`src/icache_cmd_pkg.sv`:
```
package icache_cmd_pkg;

    // Maintenance operations from the pipeline
    typedef enum logic {
        MAINT_INV_ALL   = 1'b0,
        MAINT_INV_INDEX = 1'b1
    } maint_op_e;

    // Array write command, valid for one cycle
    typedef enum logic [1:0] {
        CMD_NONE      = 2'b00,
        CMD_FILL      = 2'b01,
        CMD_INV_INDEX = 2'b10,
        CMD_INV_ALL   = 2'b11
    } tagv_cmd_e;

endpackage

```
`src/icache_geom_pkg.sv`:
```
package icache_geom_pkg;

    ////////////////////////////////////////////////////////////////////////////
    // Cache geometry
    ////////////////////////////////////////////////////////////////////////////

    // 16 sets, 2 ways
    localparam int index_bits = 4;
    localparam int tag_bits   = 25;
    localparam int ways       = 2;

    // Entries per way memory
    localparam int sets = 1 << index_bits;

    typedef logic [index_bits-1:0] index_t;
    typedef logic [tag_bits-1:0]   tag_t;

    // One bit per way
    typedef logic [ways-1:0] way_vec_t;

endpackage
```
`src/tagv_wr_if.sv`:
```
`timescale 1ns/100ps

interface tagv_wr_if;

    // Write side
    icache_cmd_pkg::tagv_cmd_e cmd;
    icache_geom_pkg::index_t   wr_index;
    icache_geom_pkg::tag_t     wr_tag;
    logic                      wr_way;

    // Lookup side, held from the request buffer
    icache_geom_pkg::index_t   rd_index;
    icache_geom_pkg::tag_t     cmp_tag;

    modport ctrl (
        output cmd, wr_index, wr_tag, wr_way, rd_index, cmp_tag
    );

    modport array (
        input cmd, wr_index, wr_tag, wr_way, rd_index, cmp_tag
    );

endinterface

```
`src/icache_tag.sv`:
```
`timescale 1ns/100ps

module icache_tag (
    input  logic                      clk,
    input  logic                      reset,
    input  logic                      lookup_valid,
    input  icache_geom_pkg::index_t   lookup_index,
    input  icache_geom_pkg::tag_t     lookup_tag,
    input  logic                      refill_valid,
    input  logic                      maint_valid,
    input  icache_cmd_pkg::maint_op_e maint_op,
    input  icache_geom_pkg::index_t   maint_index,
    input  logic                      maint_way,
    output logic                      result_valid,
    output icache_geom_pkg::way_vec_t hit,
    output logic                      hit_way,
    output logic                      victim_way
);

    tagv_wr_if wr ();

    icache_tag_ctrl u_ctrl (
        .clk          (clk),
        .reset        (reset),
        .lookup_valid (lookup_valid),
        .lookup_index (lookup_index),
        .lookup_tag   (lookup_tag),
        .refill_valid (refill_valid),
        .maint_valid  (maint_valid),
        .maint_op     (maint_op),
        .maint_index  (maint_index),
        .maint_way    (maint_way),
        .victim_way   (victim_way),
        .wr           (wr.ctrl),
        .lookup_done  (result_valid)
    );

    icache_tagv u_tagv (
        .clk   (clk),
        .reset (reset),
        .wr    (wr.array),
        .hit   (hit)
    );

    icache_lru u_lru (
        .clk         (clk),
        .reset       (reset),
        .wr          (wr.array),
        .hit         (hit),
        .lookup_done (result_valid),
        .victim_way  (victim_way)
    );

    // Encode the hitting way, zero on a miss
    always_comb begin
        hit_way = 1'b0;
        for (int w = 0; w < icache_geom_pkg::ways; w++) begin
            if (hit[w]) begin
                hit_way = 1'(w);
            end
        end
    end

endmodule

```
`src/icache_tag_ctrl.sv`:
```
`timescale 1ns/100ps

module icache_tag_ctrl (
    input  logic                        clk,
    input  logic                        reset,
    input  logic                        lookup_valid,
    input  icache_geom_pkg::index_t     lookup_index,
    input  icache_geom_pkg::tag_t       lookup_tag,
    input  logic                        refill_valid,
    input  logic                        maint_valid,
    input  icache_cmd_pkg::maint_op_e   maint_op,
    input  icache_geom_pkg::index_t     maint_index,
    input  logic                        maint_way,
    input  logic                        victim_way,
    tagv_wr_if.ctrl                     wr,
    output logic                        lookup_done
);

    ////////////////////////////////////////////////////////////////////////////
    // Request buffer
    ////////////////////////////////////////////////////////////////////////////

    icache_geom_pkg::index_t   req_index;
    icache_geom_pkg::tag_t     req_tag;
    logic                      lookup_q1;
    logic                      lookup_q2;

    icache_cmd_pkg::tagv_cmd_e cmd_q;
    icache_geom_pkg::index_t   wr_index_q;
    icache_geom_pkg::tag_t     wr_tag_q;
    logic                      wr_way_q;

    // Held until the next lookup
    always_ff @(posedge clk) begin
        if (lookup_valid) begin
            req_index <= lookup_index;
            req_tag   <= lookup_tag;
        end
    end

    // Result strobe two edges after the lookup
    always_ff @(posedge clk) begin
        if (reset) begin
            lookup_q1 <= 1'b0;
            lookup_q2 <= 1'b0;
        end else begin
            lookup_q1 <= lookup_valid;
            lookup_q2 <= lookup_q1;
        end
    end

    ////////////////////////////////////////////////////////////////////////////
    // Command register
    ////////////////////////////////////////////////////////////////////////////

    always_ff @(posedge clk) begin
        if (reset) begin
            cmd_q <= icache_cmd_pkg::CMD_NONE;
        end else if (refill_valid) begin
            cmd_q <= icache_cmd_pkg::CMD_FILL;
        end else if (maint_valid) begin
            cmd_q <= (maint_op == icache_cmd_pkg::MAINT_INV_ALL) ?
                     icache_cmd_pkg::CMD_INV_ALL : icache_cmd_pkg::CMD_INV_INDEX;
        end else begin
            cmd_q <= icache_cmd_pkg::CMD_NONE;
        end
    end

    // Refill goes to the victim of the buffered set
    always_ff @(posedge clk) begin
        if (refill_valid) begin
            wr_index_q <= req_index;
            wr_tag_q   <= req_tag;
            wr_way_q   <= victim_way;
        end else if (maint_valid) begin
            wr_index_q <= maint_index;
            wr_tag_q   <= '0;
            wr_way_q   <= maint_way;
        end
    end

    assign wr.cmd      = cmd_q;
    assign wr.wr_index = wr_index_q;
    assign wr.wr_tag   = wr_tag_q;
    assign wr.wr_way   = wr_way_q;
    assign wr.rd_index = req_index;
    assign wr.cmp_tag  = req_tag;

    assign lookup_done = lookup_q2;

endmodule

```
`src/icache_lru.sv`:
```
`timescale 1ns/100ps

module icache_lru (
    input  logic                      clk,
    input  logic                      reset,
    tagv_wr_if.array                  wr,
    input  icache_geom_pkg::way_vec_t hit,
    input  logic                      lookup_done,
    output logic                      victim_way
);

    logic                    sweep_active;
    icache_geom_pkg::index_t sweep_idx;
    logic                    lru_we;
    icache_geom_pkg::index_t lru_waddr;
    logic                    lru_din;

    // Clear sweep over all sets after reset
    always_ff @(posedge clk) begin
        if (reset) begin
            sweep_active <= 1'b1;
            sweep_idx    <= '0;
        end else if (sweep_active) begin
            sweep_idx <= sweep_idx + 1'b1;
            if (sweep_idx == icache_geom_pkg::index_t'(icache_geom_pkg::sets - 1)) begin
                sweep_active <= 1'b0;
            end
        end
    end

    // Stored bit names the next victim, i.e. the way not used last
    always_comb begin
        lru_we    = 1'b0;
        lru_waddr = wr.rd_index;
        lru_din   = 1'b0;
        if (sweep_active) begin
            lru_we    = 1'b1;
            lru_waddr = sweep_idx;
        end else if (wr.cmd == icache_cmd_pkg::CMD_FILL) begin
            lru_we    = 1'b1;
            lru_waddr = wr.wr_index;
            lru_din   = ~wr.wr_way;
        end else if (lookup_done && (|hit)) begin
            lru_we  = 1'b1;
            lru_din = ~hit[1];
        end
    end

    lutram #(
        .payload_t (logic)
    ) u_lru (
        .clk   (clk),
        .we    (lru_we),
        .waddr (lru_waddr),
        .din   (lru_din),
        .raddr (wr.rd_index),
        .dout  (victim_way)
    );

endmodule

```
`src/icache_tagv.sv`:
```
`timescale 1ns/100ps

module icache_tagv (
    input  logic                      clk,
    input  logic                      reset,
    tagv_wr_if.array                  wr,
    output icache_geom_pkg::way_vec_t hit
);

    ////////////////////////////////////////////////////////////////////////////
    // One tag memory and one valid vector per way
    ////////////////////////////////////////////////////////////////////////////

    for (genvar w = 0; w < icache_geom_pkg::ways; w++) begin : g_way
        logic [icache_geom_pkg::sets-1:0] valid;
        logic                             valid_q;
        logic                             sel;
        logic                             fill;
        logic                             inv_one;
        logic                             clear_all;
        logic                             tag_we;
        icache_geom_pkg::tag_t            tag_din;
        icache_geom_pkg::tag_t            tag_rd;

        assign sel       = (wr.wr_way == 1'(w));
        assign fill      = (wr.cmd == icache_cmd_pkg::CMD_FILL) && sel;
        assign inv_one   = (wr.cmd == icache_cmd_pkg::CMD_INV_INDEX) && sel;
        // Reset behaves like an invalidate-all
        assign clear_all = reset || (wr.cmd == icache_cmd_pkg::CMD_INV_ALL);

        // Index-invalidate zeroes the tag too
        assign tag_we  = fill || inv_one;
        assign tag_din = inv_one ? '0 : wr.wr_tag;

        lutram #(
            .payload_t (icache_geom_pkg::tag_t)
        ) u_tag (
            .clk   (clk),
            .we    (tag_we),
            .waddr (wr.wr_index),
            .din   (tag_din),
            .raddr (wr.rd_index),
            .dout  (tag_rd)
        );

        always_ff @(posedge clk) begin
            if (clear_all) begin
                valid <= '0;
            end else if (fill) begin
                valid[wr.wr_index] <= 1'b1;
            end else if (inv_one) begin
                valid[wr.wr_index] <= 1'b0;
            end
        end

        // Registered valid bit, write to the same set takes priority
        always_ff @(posedge clk) begin
            if (clear_all) begin
                valid_q <= 1'b0;
            end else if (tag_we && (wr.wr_index == wr.rd_index)) begin
                valid_q <= fill;
            end else begin
                valid_q <= valid[wr.rd_index];
            end
        end

        assign hit[w] = valid_q && (tag_rd == wr.cmp_tag);
    end

endmodule

```
`src/lutram.sv`:
```
`timescale 1ns/100ps

module lutram #(
    parameter type payload_t = icache_geom_pkg::tag_t
) (
    input  logic                    clk,
    input  logic                    we,
    input  icache_geom_pkg::index_t waddr,
    input  payload_t                din,
    input  icache_geom_pkg::index_t raddr,
    output payload_t                dout
);

    payload_t mem [icache_geom_pkg::sets];

    // Write on the edge
    always_ff @(posedge clk) begin
        if (we) begin
            mem[waddr] <= din;
        end
    end

    // Combinational read port
    assign dout = mem[raddr];

endmodule

```
`config.mk`:
```
export PLATFORM = sky130hd
export DESIGN_NAME = icache_tag
export DESIGN_NICKNAME = d
export VERILOG_FILES = /design/src/icache_cmd_pkg.sv /design/src/icache_geom_pkg.sv /design/src/tagv_wr_if.sv /design/src/icache_tag.sv /design/src/icache_tag_ctrl.sv /design/src/icache_lru.sv /design/src/icache_tagv.sv /design/src/lutram.sv
export SDC_FILE = /design/constraint.sdc
export NUM_CORES = 1
export LEC_CHECK = 0
export BUFFER_PORTS_ARGS = -buffer_cell sky130_fd_sc_hd__buf_2
export CORE_MARGIN = 4
export CORE_UTILIZATION = 51
export CTS_BUF_LIST = sky130_fd_sc_hd__clkbuf_4 sky130_fd_sc_hd__clkbuf_8
export CTS_CLUSTER_SIZE = 24
export DETAILED_ROUTE_END_ITERATION = 10
export PLACE_DENSITY = 0.77
export SYNTH_ARGS = -nofsm -noshare
export SYNTH_HDL_FRONTEND = slang
export SYNTH_HIERARCHICAL = 1
export SYNTH_SLANG_ARGS = --single-unit
export TNS_END_PERCENT = 5
```
`constraint.sdc`:
```
create_clock -name clk -period 5 [get_ports clk]
set_input_delay 0.5 -clock clk [delete_from_list [all_inputs] [get_ports clk]]
set_output_delay 0.5 -clock clk [all_outputs]
set_load 0.02 [all_outputs]
```
Word level (Yosys, flattened, before mapping)
Memory sizes are Yosys's and may differ from the RTL's. A register that Yosys moved wholly into a read port is not among the register bits. Index checks and enable logic that the tools add are counted.

Word-level logic and storage cells: 98. Memory bits (writable): 816. Memories kept: 3. Input bits: 40. Register bits: 102.

Memories: u_tagv.g_way[0].u_tag.mem (depth 16, bits a word 25, read ports 1, clocked after memory_dff 1, wr ports 1, line lutram.sv:14) `payload_t mem [icache_geom_pkg::sets];`; u_tagv.g_way[1].u_tag.mem (depth 16, bits a word 25, read ports 1, clocked after memory_dff 1, wr ports 1, line lutram.sv:14); u_lru.u_lru.mem (depth 16, bits a word 1, read ports 1, clocked after memory_dff 1, wr ports 1, line lutram.sv:14).

Bitwise gates (word level): 8. Reductions and logical operators: 18. Mux-type cells: 43. Equality and inequality tests: 7. $add $sub $neg: 1. Magnitude comparators: 3.

Operator list (number): 2-to-1 mux 25 bit (4); 2-to-1 mux 16 bit (4); == test 25 bit (2); bitwise AND 16 bit (2); bitwise OR 16 bit (2); 2-to-1 mux 4 bit (7); 2-to-1 mux 1 bit (25); NOT 16 bit (1); logical AND 1 bit (10); < comparator 4 x 5 -> 1 bit, second input constant (2); binary-select mux 1 bit (select 4 bit) (2); nonzero test 2 bit (3); adder 4 x 1 -> 4 bit, second input constant (1); demux 1 bit (select 4 bit) (1); == test 2 bit, second input constant (2); == test 4 bit (1); == test 4 bit, second input constant (1); >= comparator 4 x 1 -> 1 bit, second input constant (1); logical OR 1 bit (3); NOT 1 bit (3); OR reduction 3 bit (1); == test 2 x 1 -> 1 bit, second input constant (1); OR reduction 2 bit (1).

Depth between registers and ports, before layout
Word-level depth: 9. Gate-level depth with buffers: 13. Depth with buffers taken out: 11.

Cells and area by module
The synthesis kept the hierarchy.

By module, submodules not included: lutram at u_tagv.g_way[0].u_tag ... (sequential area each 12011.5 um2, area each 15050.7 um2, instances 2, cells each 635); icache_tagv (sequential area each 680.7 um2, area each 2686.3 um2, instances 1, cells each 351); icache_tag_ctrl (sequential area each 1851.8 um2, area each 2142.1 um2, instances 1, cells each 103); lutram at u_lru.u_lru (sequential area each 480.5 um2, area each 725.7 um2, instances 1, cells each 46); icache_lru (sequential area each 100.1 um2, area each 379.1 um2, instances 1, cells each 42); icache_tag (sequential area each 0.0 um2, area each 7.5 um2, instances 1, cells each 1).

Worst setup path before layout
No wires, ideal clock.

Path kind: flip-flop to flip-flop. From: register u_ctrl.req_index[1], in the netlist u_ctrl/wr.rd_index[1]. To: memory u_lru/u_lru/mem[0] (netlist bit), enable pin. Cell stages (with the launch flop): 14. Library setup time: 0.314 ns. Slack: 0.444 ns. Period minus slack after synthesis: 4.556 ns. Buffers on the path: 2. Required time: 4.686 ns. Arrival time: 4.242 ns. Path through: edfxtp_1 buf_2 buf_1 mux4_2 a22oi_1 nand2_1 xor2_1 nor4_1 nand3_1 nor4_1 o21ai_0 or3b_2 or3b_2 nor3_1.

Cells in the longest elaborated chain, start to end: 2.

RTL lines: from (decl) (line icache_tag_ctrl.sv:23) `icache_geom_pkg::index_t req_index;`; from (signal assigned) (line icache_tag_ctrl.sv:36) `req_index <= lookup_index;`; 2-to-1 mux 4 bit (line icache_lru.sv:39) `end else if (wr.cmd == icache_cmd_pkg::CMD_FILL) begin`; 2-to-1 mux 4 bit (line icache_lru.sv:36) `if (sweep_active) begin`; to (decl) (line lutram.sv:14).

Every way passes these cells.

==> impl_metrics.env <==
export IMPL_switchingPower_uw=3630
export IMPL_synthSimpleGateAreaFrac_pct=4.86
export IMPL_die_h_um=274
export IMPL_rows=97
export IMPL_fin_crit_sh_pct=94.5
export IMPL_setup_violations=0
export IMPL_mappedNetlistNets=1854
export IMPL_multi_input_area_mm2=0.00857
export IMPL_slowest_delay_ps=530
export IMPL_drc=0
export IMPL_place_area_mm2=0.0378
export IMPL_maxSlewHeadroom_pct=17.0
export IMPL_mostFrequentLayoutCell="edfxtp_1"
export IMPL_synth_top_family_by_area="multiplexers"
export IMPL_path_class="reg2out"
export IMPL_firstDrtPassIters=5
export IMPL_finalHoldViolations=0
export IMPL_dp_worst_setup_slack_ps=127
export IMPL_crit_family="simple AND/OR/NAND/NOR gates"
export IMPL_path_common_cell="buf_12"
export IMPL_power_density_mw_per_mm2=388
export IMPL_intPower_uw=12300
export IMPL_grt_pass1_wl_mm=122
export IMPL_port_buffers=44
export IMPL_fin_area_mm2=0.0409
export IMPL_dieArea_mm2=0.0750
export IMPL_cts_buffers=141
export IMPL_crit_path_top_delay_cell="mux4_2"
export IMPL_fin_ws_ps=275
export IMPL_path_cells="buf_12 -> buf_12 -> mux4_2 -> a22oi_1 -> nand2_1 -> xor2_1 -> nor4_4 -> nand3_1 -> nor4_2 -> buf_4 -> buf_2"
export IMPL_coreArea_mm2=0.0700
export IMPL_p_leak_uw=0.0132
export IMPL_drt_antenna_violating_nets=0
export IMPL_status="finished clean"
export IMPL_hold_path_class="in2reg"
export IMPL_cts_tree="yes"
export IMPL_antenna_found_initial=3
export IMPL_combPwrFrac_pct=7.7
export IMPL_wirelength_mm=81.9
export IMPL_routabilityCongestion=0.788
export IMPL_critPathCaptureType="output pin"
export IMPL_seq_area_frac_synth_pct=75.3
export IMPL_synth_fa_ha_area_share_pct=0.0347
export IMPL_syn_cell_area_mm2=0.0360
export IMPL_place_hpwl_mm=46.1
export IMPL_pwr_share_seq_pct=55.2
export IMPL_die_w_um=274
export IMPL_final_seq_area_mm2=0.0271
export IMPL_skew_ps=43.5
export IMPL_crit_fanout=28
export IMPL_synth_compound_area_share_pct=3.38
export IMPL_clk_latency_ps=790
export IMPL_cts_root_buf="clkbuf_8"
export IMPL_ys_warnings_count=6
export IMPL_max_freq_mhz=212
export IMPL_required_ps=4500
export IMPL_swShare_pct=22.8
export IMPL_vias_per_cell=6.13
export IMPL_yosys_area_share_xor_xnor_pct=1.31
export IMPL_drive_gt1_share_pct=27.9
export IMPL_path_clk_slew_ps=60
export IMPL_worst_slew_pin_slew_ps=1240
export IMPL_clk_path_buf_depth=3
export IMPL_start_util_pct=51.5
export IMPL_ios=45
export IMPL_h_tree_depth=4
export IMPL_period_needed_ps=4730
export IMPL_finalSetupTns_ps=0
export IMPL_synthMuxAreaShare_pct=13.6
export IMPL_peakVddDrop_mv=0.296
export IMPL_crit_arrival_ps=4230
export IMPL_layout_common_cells="875 x edfxtp_1, 204 x mux4_2, 144 x clkbuf_8"
export IMPL_synth_seq_cells=918
export IMPL_ys_types=47
export IMPL_fin_nets=2058
export IMPL_vias=18800
export IMPL_post_drt_wl_per_cell_um=26.7
export IMPL_first_iter_violations=1943
export IMPL_synthToLayoutAreaGrowth_pct=13.5
export IMPL_grtUsageTotal_pct=22.2
export IMPL_cts_sinks=918
export IMPL_rsz0062_at_grt="no"
export IMPL_grt_overflow_total=0
export IMPL_first_global_vias=19400
export IMPL_start_kind="flop"
export IMPL_clkPwrFrac_pct=37.2
export IMPL_grt_max_degree=50
export IMPL_report_final_slew_viol_count=0
export IMPL_max_cap_violations=0
export IMPL_netlist_instances=1813
export IMPL_power_uw=15900
export IMPL_worst_path_buf_inv=4
export IMPL_avgSynthCellArea_um2=19.9
export IMPL_n_fill_cell=4913
==> repair_timing <==
item                                    in CTS  in global routing
hold endpoints to repair                    43                  0
resized for setup                            2                  2
endpoints found under the setup margin       1                  2
buffers inserted                             1                  0
hold buffers                                40                  0
==> per-stage QoR <==
stage          utilization (%)  hold WS (ps)  cells
4_1_cts                   58.4           273   3059
3_5_place_dp              54.0           440   2773
6_report                  58.4           349   3062
5_1_grt                   58.4           314   3060
3_3_place_gp              54.0           427   2773
2_1_floorplan                -           414   1813
==> cell usage after synthesis (all sizes together) <==
master	instances	share of area [%]
a21bo	1	0.028
a21o	2	0.042
a21oi	38	0.53
a22oi	102	2.1
a32o	2	0.056
and2	77	1.4
and3b	1	0.024
buf	52	0.98
clkbuf	41	0.44
dfxtp	43	2.4
edfxtp	875	73
ha	1	0.035
inv	5	0.052
mux2	6	0.21
mux2i	4	0.11
mux4	212	13
nand2	102	1.1
nand2b	13	0.23
nand3	18	0.25
nand3b	8	0.17
nand4	6	0.10
nand4bb	3	0.094
nor2	52	0.54
nor2b	14	0.24
nor3	18	0.25
nor3b	3	0.076
nor4	12	0.23
o21ai	33	0.46
o311a	1	0.028
o311ai	3	0.073
o41ai	1	0.045
or2	3	0.052
or3b	5	0.12
or4b	2	0.066
xnor2	18	0.44
xor2	36	0.87
==> cell families after synthesis <==
| group | after synthesis |
|---|---|
| AO/OA/AOI/OAI | 183 |
| XOR/XNOR | 54 |
| adder cells (fa/ha/maj) | 1 |
| buffers and inverters | 98 |
| flip-flops | 918 |
| multiplexers | 222 |
| AND/OR/NAND/NOR | 337 |
==> state kept, by name, indices dropped and copies added, names as in the netlist, named ones only <==
signal / count
u_ctrl/wr.cmp_tag: 25
u_lru/sweep_active: 1
u_lru/u_lru/mem: 16
u_ctrl/wr.wr_index: 4
u_ctrl/lookup_q1: 1
u_ctrl/wr.wr_tag: 25
u_ctrl/wr.wr_way: 1
u_tagv/g_way.valid_q: 2
u_tagv/g_way.u_tag/mem: 800
u_ctrl/lookup_done: 1
u_lru/sweep_idx: 4
u_ctrl/wr.cmd: 2
u_ctrl/wr.rd_index: 4
==> area by class of cell <==
cell class                      instances  area share, %
Antenna cell                            3         0.0184
Clock buffer                          183           5.56
Clock inverter                         62          0.967
Inverter                                5         0.0459
Multi-Input combinational cell        797           21.0
Sequential cell                       918           66.4
Tap cell                              940           2.88
Timing Repair Buffer                  154           3.20
==> routing by layer <==
metal	routed length (µm)	vias up	track usage, %
met2	39700	1004	34.8
met1	31100	9744	30.0
met5	12	-	0
met4	3050	2	8.86
li1	-	7830	-
met3	7920	179	6.21
==> power groups by stage <==
stage	registers (µW)	clock network (µW)	logic [µW]
4_1_cts	8760	6020	1210
3_3_place_gp	8920	0	1140
5_1_grt	8760	6440	1310
2_1_floorplan	8850	0	811
3_5_place_dp	8920	0	1170
6_report	8760	5900	1220
==> worst paths after layout <==
check | startpoint | slack [ps] | cells after the start | end
setup / recovery | u_ctrl/wr.rd_index[0]$_DFFE_PP_ | 270 | 11 | hit[0]
hold / removal | lookup_valid | 350 | 1 | u_ctrl/wr.cmp_tag[12]$_DFFE_PP_
setup reg to reg | u_ctrl/wr.rd_index[0]$_DFFE_PP_ | 460 | 14 | u_lru/u_lru/mem[0]$_DFFE_PP_
hold reg to reg | u_ctrl/lookup_q1$_SDFF_PP0_ | 450 | 1 | u_ctrl/lookup_done$_SDFF_PP0_
Note: power is estimated with default switching activity, not from simulation.
